===== src/hdl/cpu_pkg.sv =====
`default_nettype none

package cpu_pkg;

    ////////////////////////////////////////////////////////////////////////
    // Widths and sizes.
    ////////////////////////////////////////////////////////////////////////
    localparam int word_w   = 16; // Data and instruction word.
    localparam int pc_w     = 8;  // Instruction address.
    localparam int reg_w    = 3;  // Register index.
    localparam int imm_w    = 6;  // Raw immediate field.
    localparam int seq_w    = 8;  // Retire sequence number.
    localparam int num_regs = 8;  // Register file depth, r0 reads zero.

    ////////////////////////////////////////////////////////////////////////
    // Instruction field positions.
    ////////////////////////////////////////////////////////////////////////
    localparam int op_msb  = 15;
    localparam int op_lsb  = 12;
    localparam int rd_msb  = 11; // Destination, also the store source.
    localparam int rd_lsb  = 9;
    localparam int rs_msb  = 8;  // Second operand or address base.
    localparam int rs_lsb  = 6;
    localparam int imm_msb = 5;
    localparam int imm_lsb = 0;

    typedef logic [word_w-1:0] word_t;
    typedef logic [pc_w-1:0]   pc_t;
    typedef logic [reg_w-1:0]  reg_idx_t;
    typedef logic [imm_w-1:0]  imm_t;
    typedef logic [seq_w-1:0]  seq_t;

    // Opcode encodings.
    typedef enum logic [3:0] {
        op_nop  = 4'h0,
        op_add  = 4'h1, // rd = rd + rs.
        op_sub  = 4'h2, // rd = rd - rs.
        op_and  = 4'h3,
        op_or   = 4'h4,
        op_addi = 4'h5, // rd = rd + sext(imm).
        op_ld   = 4'h6, // rd = mem[rs + sext(imm)].
        op_st   = 4'h7, // mem[rs + sext(imm)] = rd.
        op_hlt  = 4'h8  // Stops fetch.
    } opcode_t;

    // APB requester phases.
    typedef enum logic [1:0] {
        apb_idle   = 2'd0,
        apb_setup  = 2'd1,
        apb_access = 2'd2
    } apb_phase_t;

endpackage

`default_nettype wire

===== src/hdl/cpu_top.sv =====
`timescale 1ns/10ps
`default_nettype none

module cpu_top (
    input  wire logic           clk,
    input  wire logic           rst_n,
    output cpu_pkg::pc_t        imem_addr,    // Instruction port.
    input  wire cpu_pkg::word_t imem_data,
    output cpu_pkg::word_t      paddr,        // APB data memory.
    output logic                pwrite,
    output cpu_pkg::word_t      pwdata,
    output logic                psel,
    output logic                penable,
    input  wire cpu_pkg::word_t prdata,
    input  wire logic           pready,
    output logic                retire_valid, // Retire record.
    output cpu_pkg::seq_t       retire_seq,
    output cpu_pkg::pc_t        retire_pc,
    output logic                retire_we,
    output cpu_pkg::reg_idx_t   retire_rd,
    output cpu_pkg::word_t      retire_data,
    output logic                halted,
    output cpu_pkg::word_t      instret
);

    logic stall;

    // Stage to stage.
    logic              f_valid, d_valid, e_valid, m_valid, m_we, wb_we;
    cpu_pkg::pc_t      f_pc, d_pc, e_pc, m_pc;
    cpu_pkg::word_t    f_instr, d_a, d_b, d_imm, e_result, e_store_data, m_data, wb_data;
    cpu_pkg::opcode_t  d_op, e_op, m_op;
    cpu_pkg::reg_idx_t d_rd, e_rd, m_rd, wb_rd;

    fetch_stage u_fetch (
        .clk, .rst_n, .stall, .imem_data, .imem_addr, .f_valid, .f_pc, .f_instr
    );

    decode_stage u_decode (
        .clk, .rst_n, .stall, .f_valid, .f_pc, .f_instr, .wb_we, .wb_rd, .wb_data,
        .d_valid, .d_pc, .d_op, .d_rd, .d_a, .d_b, .d_imm
    );

    execute_stage u_execute (
        .clk, .rst_n, .stall, .d_valid, .d_pc, .d_op, .d_rd, .d_a, .d_b, .d_imm,
        .e_valid, .e_pc, .e_op, .e_rd, .e_result, .e_store_data
    );

    mem_access_stage u_mem (
        .clk, .rst_n, .e_valid, .e_pc, .e_op, .e_rd, .e_result, .e_store_data,
        .prdata, .pready, .stall, .paddr, .pwrite, .pwdata, .psel, .penable,
        .m_valid, .m_pc, .m_op, .m_we, .m_rd, .m_data
    );

    // Write-back and retire bookkeeping.
    retire_tracker u_tracker (
        .clk, .rst_n, .stall, .f_valid, .m_valid, .m_pc, .m_we, .m_rd, .m_data, .m_op,
        .wb_we, .wb_rd, .wb_data, .retire_valid, .retire_seq, .retire_pc, .retire_we,
        .retire_rd, .retire_data, .halted, .instret
    );

endmodule

`default_nettype wire


===== src/hdl/retire_tracker.sv =====
`timescale 1ns/10ps
`default_nettype none

module retire_tracker (
    input  wire logic              clk,
    input  wire logic              rst_n,
    input  wire logic              stall,
    input  wire logic              f_valid,      // New instruction in F.
    input  wire logic              m_valid,
    input  wire cpu_pkg::pc_t      m_pc,
    input  wire logic              m_we,
    input  wire cpu_pkg::reg_idx_t m_rd,
    input  wire cpu_pkg::word_t    m_data,
    input  wire cpu_pkg::opcode_t  m_op,
    output logic                   wb_we,        // Register file write.
    output cpu_pkg::reg_idx_t      wb_rd,
    output cpu_pkg::word_t         wb_data,
    output logic                   retire_valid,
    output cpu_pkg::seq_t          retire_seq,
    output cpu_pkg::pc_t           retire_pc,
    output logic                   retire_we,
    output cpu_pkg::reg_idx_t      retire_rd,
    output cpu_pkg::word_t         retire_data,
    output logic                   halted,
    output cpu_pkg::word_t         instret
);

    cpu_pkg::seq_t next_seq; // Number for the next fetch.
    cpu_pkg::seq_t d_seq;    // Numbers riding alongside D, E and M.
    cpu_pkg::seq_t e_seq;
    cpu_pkg::seq_t m_seq;

    // M holds under stall, so only the unstalled cycle retires.
    assign retire_valid = m_valid && !stall;
    assign retire_seq   = m_seq;
    assign retire_pc    = m_pc;
    assign retire_we    = m_we;
    assign retire_rd    = m_rd;
    assign retire_data  = m_data;

    assign wb_we   = retire_valid && m_we; // Write-back.
    assign wb_rd   = m_rd;
    assign wb_data = m_data;

    always_ff @(posedge clk) begin
        if (!rst_n) begin
            next_seq <= '0;
            d_seq    <= '0;
            e_seq    <= '0;
            m_seq    <= '0;
            halted   <= 1'b0;
            instret  <= '0;
        end else begin
            if (!stall) begin
                if (f_valid) begin
                    d_seq    <= next_seq; // Tagged as F moves into D.
                    next_seq <= next_seq + 1'b1;
                end
                e_seq <= d_seq;
                m_seq <= e_seq;
            end
            if (retire_valid) begin
                instret <= instret + 1'b1;
            end
            if (retire_valid && (m_op == cpu_pkg::op_hlt)) begin
                halted <= 1'b1; // Sticky.
            end
        end
    end

endmodule

`default_nettype wire


===== src/hdl/mem_access_stage.sv =====
`timescale 1ns/10ps
`default_nettype none

module mem_access_stage (
    input  wire logic              clk,
    input  wire logic              rst_n,
    input  wire logic              e_valid,
    input  wire cpu_pkg::pc_t      e_pc,
    input  wire cpu_pkg::opcode_t  e_op,
    input  wire cpu_pkg::reg_idx_t e_rd,
    input  wire cpu_pkg::word_t    e_result,
    input  wire cpu_pkg::word_t    e_store_data,
    input  wire cpu_pkg::word_t    prdata,
    input  wire logic              pready,
    output logic                   stall,   // Global freeze during a transfer.
    output cpu_pkg::word_t         paddr,
    output logic                   pwrite,
    output cpu_pkg::word_t         pwdata,
    output logic                   psel,
    output logic                   penable,
    output logic                   m_valid,
    output cpu_pkg::pc_t           m_pc,
    output cpu_pkg::opcode_t       m_op,    // Lets the tracker spot HLT.
    output logic                   m_we,
    output cpu_pkg::reg_idx_t      m_rd,
    output cpu_pkg::word_t         m_data
);

    cpu_pkg::apb_phase_t phase;     // Registered, only idle or access.
    cpu_pkg::apb_phase_t cur_phase; // Includes the setup cycle.
    logic                mem_op;    // LD or ST sitting in E.
    logic                writes_rd;

    assign mem_op    = e_valid && ((e_op == cpu_pkg::op_ld) || (e_op == cpu_pkg::op_st));
    assign writes_rd = (e_op inside {cpu_pkg::op_add, cpu_pkg::op_sub, cpu_pkg::op_and,
                                     cpu_pkg::op_or, cpu_pkg::op_addi, cpu_pkg::op_ld});

    ////////////////////////////////////////////////////////////////////////
    // APB requester.
    ////////////////////////////////////////////////////////////////////////
    always_comb begin
        if (phase == cpu_pkg::apb_access) cur_phase = cpu_pkg::apb_access;
        else if (mem_op)                  cur_phase = cpu_pkg::apb_setup; // First cycle.
        else                              cur_phase = cpu_pkg::apb_idle;
    end

    assign psel    = (cur_phase != cpu_pkg::apb_idle);
    assign penable = (cur_phase == cpu_pkg::apb_access);
    assign paddr   = e_result;                  // Held by the E register under stall.
    assign pwdata  = e_store_data;
    assign pwrite  = (e_op == cpu_pkg::op_st);
    assign stall   = (cur_phase == cpu_pkg::apb_setup) ||
                     ((cur_phase == cpu_pkg::apb_access) && !pready); // Released with pready.

    always_ff @(posedge clk) begin
        if (!rst_n) begin
            phase <= cpu_pkg::apb_idle;
        end else if (cur_phase == cpu_pkg::apb_setup) begin
            phase <= cpu_pkg::apb_access;
        end else if ((cur_phase == cpu_pkg::apb_access) && pready) begin
            phase <= cpu_pkg::apb_idle; // Transfer done.
        end
    end

    // M pipeline register.
    always_ff @(posedge clk) begin
        if (!rst_n) begin
            m_valid <= 1'b0;
        end else if (!stall) begin
            m_valid <= e_valid;
        end
    end

    always_ff @(posedge clk) begin
        if (!stall) begin
            m_pc   <= e_pc;
            m_op   <= e_op;
            m_rd   <= e_rd;
            m_we   <= writes_rd && (e_rd != '0); // r0 is never written.
            m_data <= (e_op == cpu_pkg::op_ld) ? prdata : e_result;
        end
    end

endmodule

`default_nettype wire


===== src/hdl/execute_stage.sv =====
`timescale 1ns/10ps
`default_nettype none

module execute_stage (
    input  wire logic              clk,
    input  wire logic              rst_n,
    input  wire logic              stall,
    input  wire logic              d_valid,
    input  wire cpu_pkg::pc_t      d_pc,
    input  wire cpu_pkg::opcode_t  d_op,
    input  wire cpu_pkg::reg_idx_t d_rd,
    input  wire cpu_pkg::word_t    d_a,
    input  wire cpu_pkg::word_t    d_b,
    input  wire cpu_pkg::word_t    d_imm,
    output logic                   e_valid,
    output cpu_pkg::pc_t           e_pc,
    output cpu_pkg::opcode_t       e_op,
    output cpu_pkg::reg_idx_t      e_rd,
    output cpu_pkg::word_t         e_result,     // ALU value or memory address.
    output cpu_pkg::word_t         e_store_data  // rd value for ST.
);

    cpu_pkg::word_t alu; // Combinational result.

    always_comb begin
        case (d_op)
            cpu_pkg::op_add:  alu = d_a + d_b;
            cpu_pkg::op_sub:  alu = d_a - d_b;
            cpu_pkg::op_and:  alu = d_a & d_b;
            cpu_pkg::op_or:   alu = d_a | d_b;
            cpu_pkg::op_addi: alu = d_a + d_imm;
            cpu_pkg::op_ld,
            cpu_pkg::op_st:   alu = d_b + d_imm; // Address is rs + imm.
            default:          alu = '0;          // NOP and HLT carry nothing.
        endcase
    end

    always_ff @(posedge clk) begin
        if (!rst_n) begin
            e_valid <= 1'b0;
        end else if (!stall) begin
            e_valid <= d_valid;
        end
    end

    // Payload.
    always_ff @(posedge clk) begin
        if (!stall) begin
            e_pc         <= d_pc;
            e_op         <= d_op;
            e_rd         <= d_rd;
            e_result     <= alu;
            e_store_data <= d_a;
        end
    end

endmodule

`default_nettype wire


===== src/hdl/decode_stage.sv =====
`timescale 1ns/10ps
`default_nettype none

module decode_stage (
    input  wire logic              clk,
    input  wire logic              rst_n,
    input  wire logic              stall,
    input  wire logic              f_valid,
    input  wire cpu_pkg::pc_t      f_pc,
    input  wire cpu_pkg::word_t    f_instr,
    input  wire logic              wb_we,   // Write-back strobe.
    input  wire cpu_pkg::reg_idx_t wb_rd,
    input  wire cpu_pkg::word_t    wb_data,
    output logic                   d_valid,
    output cpu_pkg::pc_t           d_pc,
    output cpu_pkg::opcode_t       d_op,
    output cpu_pkg::reg_idx_t      d_rd,
    output cpu_pkg::word_t         d_a,     // Value of rd.
    output cpu_pkg::word_t         d_b,     // Value of rs.
    output cpu_pkg::word_t         d_imm    // Sign-extended immediate.
);

    cpu_pkg::word_t    regs [cpu_pkg::num_regs]; // Register file.
    cpu_pkg::reg_idx_t rd_idx;
    cpu_pkg::reg_idx_t rs_idx;
    cpu_pkg::imm_t     imm_raw;
    cpu_pkg::word_t    rd_val;
    cpu_pkg::word_t    rs_val;
    cpu_pkg::word_t    imm_ext;

    ////////////////////////////////////////////////////////////////////////
    // Field split and operand read.
    ////////////////////////////////////////////////////////////////////////
    assign rd_idx  = f_instr[cpu_pkg::rd_msb:cpu_pkg::rd_lsb];
    assign rs_idx  = f_instr[cpu_pkg::rs_msb:cpu_pkg::rs_lsb];
    assign imm_raw = f_instr[cpu_pkg::imm_msb:cpu_pkg::imm_lsb];
    assign imm_ext = {{(cpu_pkg::word_w - cpu_pkg::imm_w){imm_raw[cpu_pkg::imm_w-1]}}, imm_raw};

    assign rd_val = (rd_idx == '0) ? '0 : regs[rd_idx]; // r0 is hardwired zero.
    assign rs_val = (rs_idx == '0) ? '0 : regs[rs_idx];

    // Write port, seen by a read one cycle later.
    always_ff @(posedge clk) begin
        if (wb_we && (wb_rd != '0)) begin
            regs[wb_rd] <= wb_data;
        end
    end

    ////////////////////////////////////////////////////////////////////////
    // D pipeline register.
    ////////////////////////////////////////////////////////////////////////
    always_ff @(posedge clk) begin
        if (!rst_n) begin
            d_valid <= 1'b0;
        end else if (!stall) begin
            d_valid <= f_valid;
        end
    end

    always_ff @(posedge clk) begin
        if (!stall) begin
            d_pc  <= f_pc;
            d_op  <= cpu_pkg::opcode_t'(f_instr[cpu_pkg::op_msb:cpu_pkg::op_lsb]);
            d_rd  <= rd_idx;
            d_a   <= rd_val;
            d_b   <= rs_val;
            d_imm <= imm_ext;
        end
    end

endmodule

`default_nettype wire


===== src/hdl/fetch_stage.sv =====
`timescale 1ns/10ps
`default_nettype none

module fetch_stage (
    input  wire logic           clk,       // Core clock.
    input  wire logic           rst_n,     // Synchronous reset, active low.
    input  wire logic           stall,     // Pipeline freeze.
    input  wire cpu_pkg::word_t imem_data, // Instruction at imem_addr, same cycle.
    output cpu_pkg::pc_t        imem_addr, // Instruction port address.
    output logic                f_valid,   // F register holds a real instruction.
    output cpu_pkg::pc_t        f_pc,
    output cpu_pkg::word_t      f_instr
);

    cpu_pkg::pc_t pc;      // Address of the next instruction.
    logic         stopped; // HLT already issued.
    logic         is_hlt;  // Instruction on the port is HLT.

    assign imem_addr = pc;
    assign is_hlt    = (imem_data[cpu_pkg::op_msb:cpu_pkg::op_lsb] == cpu_pkg::op_hlt);

    // PC and valid bit.
    always_ff @(posedge clk) begin
        if (!rst_n) begin
            pc      <= '0;
            stopped <= 1'b0;
            f_valid <= 1'b0;
        end else if (!stall) begin
            f_valid <= !stopped; // Bubbles only once halted.
            if (!stopped) begin
                pc      <= pc + 1'b1;
                stopped <= is_hlt; // HLT itself still goes down the pipe.
            end
        end
    end

    always_ff @(posedge clk) begin
        if (!stall && !stopped) begin
            f_pc    <= pc;
            f_instr <= imem_data;
        end
    end

endmodule

`default_nettype wire


===== config.mk =====
export PLATFORM = sky130hd
export DESIGN_NAME = cpu_top
export DESIGN_NICKNAME = d
export VERILOG_FILES = /design/src/hdl/cpu_pkg.sv /design/src/hdl/cpu_top.sv /design/src/hdl/retire_tracker.sv /design/src/hdl/mem_access_stage.sv /design/src/hdl/execute_stage.sv /design/src/hdl/decode_stage.sv /design/src/hdl/fetch_stage.sv
export SDC_FILE = /design/constraint.sdc
export NUM_CORES = 1
export LEC_CHECK = 0
export BUFFER_PORTS_ARGS = -buffer_cell sky130_fd_sc_hd__buf_4
export CAP_MARGIN = 20
export CORE_ASPECT_RATIO = 1.2
export CORE_MARGIN = 4
export CORE_UTILIZATION = 35
export CTS_BUF_LIST = sky130_fd_sc_hd__clkbuf_8
export CTS_CLUSTER_DIAMETER = 150
export CTS_CLUSTER_SIZE = 24
export DETAILED_ROUTE_END_ITERATION = 10
export PLACE_DENSITY_LB_ADDON = 0.05
export SETUP_SLACK_MARGIN = 0.05
export SKIP_LAST_GASP = 1
export SYNTH_ARGS = -nofsm -noshare
export SYNTH_HDL_FRONTEND = slang
export SYNTH_SLANG_ARGS = --single-unit

===== constraint.sdc =====
create_clock -name clk -period 11.12 [get_ports clk]
set_clock_uncertainty 0.15 [all_clocks]
set_input_delay 0.556 -clock clk [delete_from_list [all_inputs] [get_ports clk]]
set_output_delay 0.556 -clock clk [all_outputs]
set_load 0.02 [all_outputs]

-- Word level (Yosys, flattened, before mapping)
Memory sizes are Yosys's and may differ from the RTL's. A register that Yosys moved wholly into a read port is not among the register bits.
Index checks and enable logic that the tools add are counted.
- input port bits: 35
- register bits after elaboration: 187
- bits in writable memories: 128
- word-level logic and storage cells: 94
- output and inout port bits: 97
- memories kept: 1
- memory list (memory ; depth ; bits a word ; rd ports ; clocked after Yosys merged registers in ; wr ports ; RTL line ; source):
    u_decode.regs ; 8 ; 16 ; 2 ; 2 ; 1 ; decode_stage.sv:23 ; cpu_pkg::word_t regs [cpu_pkg::num_regs];
- reduce and logical (&&, ||, !) cells: 26
- bitwise logic cells: 4
- $add $sub $neg: 7
- multiplexer cells: 9
- eq/ne operators: 18
- operator list (kind ; count):
    case mux 16 bit (6 select lines) ; 1
    adder 16 bit ; 3
    equality test 4 x 3 -> 1 bit (second input constant) ; 8
    adder 16 x 1 -> 16 bit (second input constant) ; 1
    adder 8 x 1 -> 8 bit (second input constant) ; 2
    bitwise AND 16 bit ; 1
    equality test 4 x 2 -> 1 bit (second input constant) ; 4
    two-way mux 16 bit ; 1
    bitwise OR 16 bit ; 1
    subtractor 16 bit ; 1
    logical AND 1 bit ; 9
    equality test 4 x 1 -> 1 bit (second input constant) ; 2
    equality test 4 bit (second input constant) ; 2
    zero test 3 bit ; 2
    two-way mux 2 bit ; 3
    nonzero test 3 bit ; 2
    nonzero test 6 bit ; 1
    zero test 1 bit ; 5
    two-way mux 1 bit ; 4
    AND reduction 2 bit ; 2
    nonzero test 2 bit ; 2
    equality test 2 x 1 -> 1 bit (second input constant) ; 1
    equality test 2 bit (second input constant) ; 1
    logical OR 1 bit ; 2
    2 further kinds ; 3

-- Logic depth before layout (Yosys ltp)
- depth after elaboration: 14
- depth in mapped cells: 15
- mapped depth without buffers: 14

-- By module
Synthesis repeated with hierarchy kept, for this count alone.
- cells, all modules: 1266
- area, all modules: 16524.6 µm²
- modules (own cells, without submodules) (module ; cells each ; times used ; area each (µm²) ; seq. area each (µm²)):
    decode_stage ; 406 ; 1 ; 7338.3 ; 4974.8
    execute_stage ; 427 ; 1 ; 4087.7 ; 1431.4
    retire_tracker ; 261 ; 1 ; 2323.5 ; 980.9
    mem_access_stage ; 101 ; 1 ; 1614.0 ; 1001.0
    fetch_stage ; 71 ; 1 ; 1161.1 ; 920.9

-- Least setup slack after synthesis
OpenSTA, ideal clock, no wires.
- path type: input port to flip-flop
- start: in pready
- end: reg u_decode.d_a[0] (read register of u_decode.regs) (enable)
- stages: 4
- path buffers: 1
- library setup time: 0.548 ns
- slack: 5.759 ns
- data arrival time: 4.662 ns
- data required time: 10.422 ns
- cell sequence: nand2b_1 > o21ai_1 > inv_1 > clkbuf_1
- longest elaborated chain between the ends: 4
- RTL lines (what ; RTL line ; source):
    start: declaration ; cpu_top.sv:15 ; input wire logic pready,
    zero test 1 bit ; mem_access_stage.sv:53 ; ((cur_phase == cpu_pkg::apb_access) && !pready);
    logical AND 1 bit ; mem_access_stage.sv:53 ;
    logical OR 1 bit ; mem_access_stage.sv:52 ; assign stall = (cur_phase == cpu_pkg::apb_setup) ||
    zero test 1 bit (no source line) ; - ;
    end: declaration ; decode_stage.sv:18 ; output cpu_pkg::word_t d_a,
Every way passes these cells.
A chain may end at the register's enable or synchronous reset.

-- Worst setup path after layout
- start: reg u_decode.d_op[2]
- end: reg u_execute.e_result[10], data pin
- longest elaborated chain between the ends: 3
- elaborated cells on any way between the ends: 9
- those cells by class: eq/ne: 7; mux: 1; reduce/logical: 1
- RTL lines (what ; RTL line ; source):
    start: declaration ; decode_stage.sv:16 ; output cpu_pkg::opcode_t d_op,
    start signal: assignment ; decode_stage.sv:63 ; d_op <= cpu_pkg::opcode_t'(f_instr[cpu_pkg::op_msb:cpu_pkg::op_lsb]);
    equality test 4 x 3 -> 1 bit ; execute_stage.sv:26 ; case (d_op)
    OR reduction 2 bit ; execute_stage.sv:26 ;
    case mux 16 bit (6 select lines) (*) ; execute_stage.sv:26 ;
    via u_execute.alu[10] ; execute_stage.sv:23 ; cpu_pkg::word_t alu;
    end signal: assignment ; execute_stage.sv:52 ; e_result <= alu;
    end: declaration ; execute_stage.sv:19 ; output cpu_pkg::word_t e_result,
The timed path passes the listed nets; every way through them passes the cells marked *.

==> impl_results.md <==
- CTS Buf Count: 18
- Antenna diode count: 0
- Worst endpoint required time: ~11000 ps
- Area of all sequential standard cells: approximately 9500 µm²
- Share of the synthesized area in the top cell type: between 50% and 60%
- Final setup viols: 0
- WS Path Type: flop to flop
- Root buf cell: clkbuf_8
- Cell Count, Final, Fillers Out: 1853
- Most used standard cells in the synthesized netlist: 275 x edfxtp_1, 106 x nand2_1, 77 x nor2_1
- Number of port buffers: about 130
- Critical Path, Cell by Cell: nor2b_1 -> nand2_1 -> mux2_2 -> ha_1 -> and2_4 -> a221o_1 -> a31o_4 -> a221oi_4 -> xnor2_1 -> a222oi_1 -> o21ai_1
- Number of synthesized register bits: between 300 and 400
- Unrepaired setup endpoints after global routing: no
- Placer's final routability congestion estimate: a little over 0.8
- Total vias in the final route: between 9000 and 10000
- Maximum number of pins on one net before global-route repair: ~110
- Path depth of the worst reg2reg path: 11
- Global-route wire length before repair: 61.2 mm
- Capturing element type of the critical path: flop
- Hold Path Origin: prdata[3]
- Hold Path Stages: 2
- Post-Route WL: between 40 and 50 mm
- Number of antenna violations at the first check in global routing: 0
- Number of standard-cell rows in the floorplan: between 80 and 90
- Areal power density over the cells: around 160 nW/µm²
- Largest area contributor in the synthesized netlist: edfxtp_1
- Total standard cell area after synthesis: roughly 15000 µm²
- Layout filler cell count: about 4000
- Vias in the first global route: about 9900
- Initial core utilization: 35.6%
- Leading cell types by total area after synthesis: edfxtp_1 54%, dfxtp_1 8.2%, mux4_2 4.7%
- Hold violation total from the final report: 0
- Sequential cell area fraction in the yosys report: around 62%
- Static leakage: roughly 6.6 nW
- Largest vdd supply drop: a little under 0.00008 V
- Maximum net fanout on the critical path: 21
- Kind of cell with the highest combined delay on the critical path: compound AO/OA/AOI/OAI gates
- Drt initial violations: ~580
- Worst Max-Slew Pin Slew: approximately 1100 ps
- Number of sinks driven by the clock tree: roughly 340
- Aggregate global-route resource usage: between 15 and 20%
- CORE AREA: 43100 µm²
- Area growth, synth to finish: 14.6%
- Clock tree from TritonCTS: built
- Ratio of cells with drive above 1 in the final layout: approximately a fifth
- Avg Vias per Cell: between 5 and 6
- Clock latency of the later-clocked register in the worst-skew pair: around 600 ps
- Worst Hold Path EP: u_mem.m_data[3]
- Inst Count DP: 1805
- Post-CTS Setup Inserts: 0
- Number of resized instances in the post-cts repair step: 0
- Depth of the CTS H-tree: 1
- WL/cell: around 22 µm
- Detailed-router iteration count before antenna repair: 5
- Top-level port count: between 100 and 150
- Reg2reg start: u_decode.d_op[2]
- Peak Freq: ~0.25 GHz
- Hold WC Path Type: input pin to flop
- Cts-stage hold buffer count: 16
- Count of max-cap constraint violations: 0
- Headroom to the max-slew limit: between 20 and 30%
- Number of synthesized flops with an enable pin: 275
- Total area of multi-input combinational cells: around 5600 µm²
- Crit-path max cell delay: roughly 580 ps
- Combined buffer and inverter count along the critical path: 0
- Cells after Synth: around 1200
- Height of the chip: approximately 240 µm
- Clock Pin Slew Worst Setup and Hold Paths: approximately 170 ps
- Final period demand of the worst path: between 3000 and 4000 ps
- Reg2reg setup slack: between 7000 and 8000 ps
- Number of nets still failing antenna checks after routing: 0
- Die width: roughly 200 µm
- Post-synthesis async set-or-reset flop share: 0%
- Total global routing overflow: 0
- Share of the clock period used by the worst path after layout: between 30% and 40%
- HPWL Detailed: ~27 mm
- Dominant synthesized flop cell: edfxtp_1
- Final Max Slew Viols: 0
- Warning count from the yosys run: 0
- Mapped Avg Cell Area: 13.3 µm²
- Status: complete, no violations
- Critical-path cell with the highest stage delay: nand2_1
- Die Outline Area: roughly 47000 µm²
- Count of unique library cells instantiated by Yosys: slightly above 60
- Data arrival time of the critical path: 4170 ps
- Count of unresolved DRC violations after routing: 0
- Critical path launch point type: flop
- Worst r2r dst: u_execute.e_result[10]
- CTS max path bufs: 3
- Total Nets Final: ~1400
- Most common cell in the synthesized netlist: edfxtp_1
- Setup Total Neg Slack: 0 ps
[metal layers]
| layer | vias to the layer above | global-route usage, % | share of wire, % |
|---|---|---|---|
| met4 | 0 | 3.21 | 1.4 |
| li1 | 4598 | - | - |
| met3 | 31 | 3.01 | 5.5 |
| met1 | 4945 | 22.1 | 43 |
| met2 | 219 | 29.7 | 50 |
| met5 | - | 0 | 0 |
[placed cells by master (no fill, tap or decap), types with 17 or more instances in the layout]
cell | netlist | routed
a21oi_1 | 43 | 43
mux2_2 | 52 | 52
o21ai_0 | 40 | 40
nor2b_1 | 19 | 18
a221oi_1 | 32 | 32
dfxtp_1 | 63 | 63
ha_1 | 36 | 36
nor2_1 | 77 | 76
clkbuf_8 | 0 | 18
xnor2_1 | 51 | 51
buf_4 | 0 | 152
and2_1 | 28 | 28
edfxtp_1 | 275 | 275
nand2_1 | 106 | 106
a21o_1 | 17 | 17
a21boi_0 | 34 | 34
mux4_2 | 32 | 32
inv_1 | 24 | 35
[sequential cells by signal, indices dropped and copies added, names as in the netlist, 6 cells and up]
| register | cells |
|---|---|
| u_execute.e_store_data | 16 |
| u_tracker.instret | 16 |
| u_fetch.f_instr | 16 |
| u_decode.d_pc | 8 |
| u_mem.m_pc | 8 |
| u_fetch.f_pc | 8 |
| u_tracker.e_seq | 8 |
| u_decode.d_b | 16 |
| u_tracker.retire_seq | 8 |
| u_mem.m_data | 16 |
| u_decode.regs | 119 |
| u_tracker.d_seq | 8 |
| u_execute.e_pc | 8 |
| u_fetch.imem_addr | 8 |
| u_tracker.next_seq | 8 |
| u_decode.d_a | 16 |
| u_execute.e_result | 16 |
| u_decode.d_imm | 6 |
[cell families after synthesis]
| kind of cell | Yosys count | share of synthesized area (%) |
|---|---|---|
| adder cells (fa/ha/maj) | 38 | 3.20 |
| AND/OR/NAND/NOR | 313 | 9.75 |
| multiplexers | 95 | 9.23 |
| AO/OA/AOI/OAI | 223 | 10.2 |
| buffers and inverters | 80 | 1.99 |
| other | 1 | 0.0244 |
| flip-flops | 338 | 62.1 |
| XOR/XNOR | 62 | 3.54 |
[how the worst max path moves through the flow]
stage	start	to	cells after the start	slack (ps)
after floorplan	pready	u_decode.d_a[0]	4	5760
after global placement	u_decode.d_op[2]	u_execute.e_result[10]	11	7210
after detailed placement	u_decode.d_op[2]	u_execute.e_result[10]	11	7170
after CTS	u_decode.d_op[2]	u_execute.e_result[10]	11	7180
after global routing	u_decode.d_op[2]	u_execute.e_result[10]	11	6930
final	u_decode.d_op[2]	u_execute.e_result[10]	11	7170
[power breakdown]
part	leakage, nW	switching, mW	internal, mW
clock	0.209	0.400	0.162
sequential	3.32	0.127	1.52
combinational	3.04	0.334	0.258
total	6.57	0.861	1.94
[per-stage QoR]
step / instance area, µm² / worst slack, ps / util (%) / hold WS (ps) / power, mW
floorplan: 15400 / 5760 / - / 250 / 2.00
global placement: 17100 / 7210 / 39.6 / 251 / 2.27
detailed placement: 17100 / 7170 / 39.6 / 255 / 2.27
CTS: 17600 / 7180 / 40.8 / 60.1 / 2.84
global route: 17600 / 6930 / 40.8 / 58.0 / 2.95
finish: 17600 / 7170 / 40.8 / 105 / 2.80
[worst register-to-register path, delay by kind of cell (launching register included)]
family / cells / cell delay (ps)
adders and majority gates: 1 / 330
AOI/OAI and AO/OA: 5 / 1300
DFF: 1 / 490
xor gates and xnor gates: 1 / 100
muxes: 1 / 430
and+or+nand+nor: 3 / 940
[cell type report]
cell class / count / area share, %
repair buffers: 169 / 7.56
well taps: 552 / 3.93
clock buffers: 18 / 1.41
multi-input cells: 738 / 31.9
clock inverters: 14 / 0.477
flip-flops and latches: 338 / 54.1
inverters: 24 / 0.541
Power figures use the tool's default switching activity.
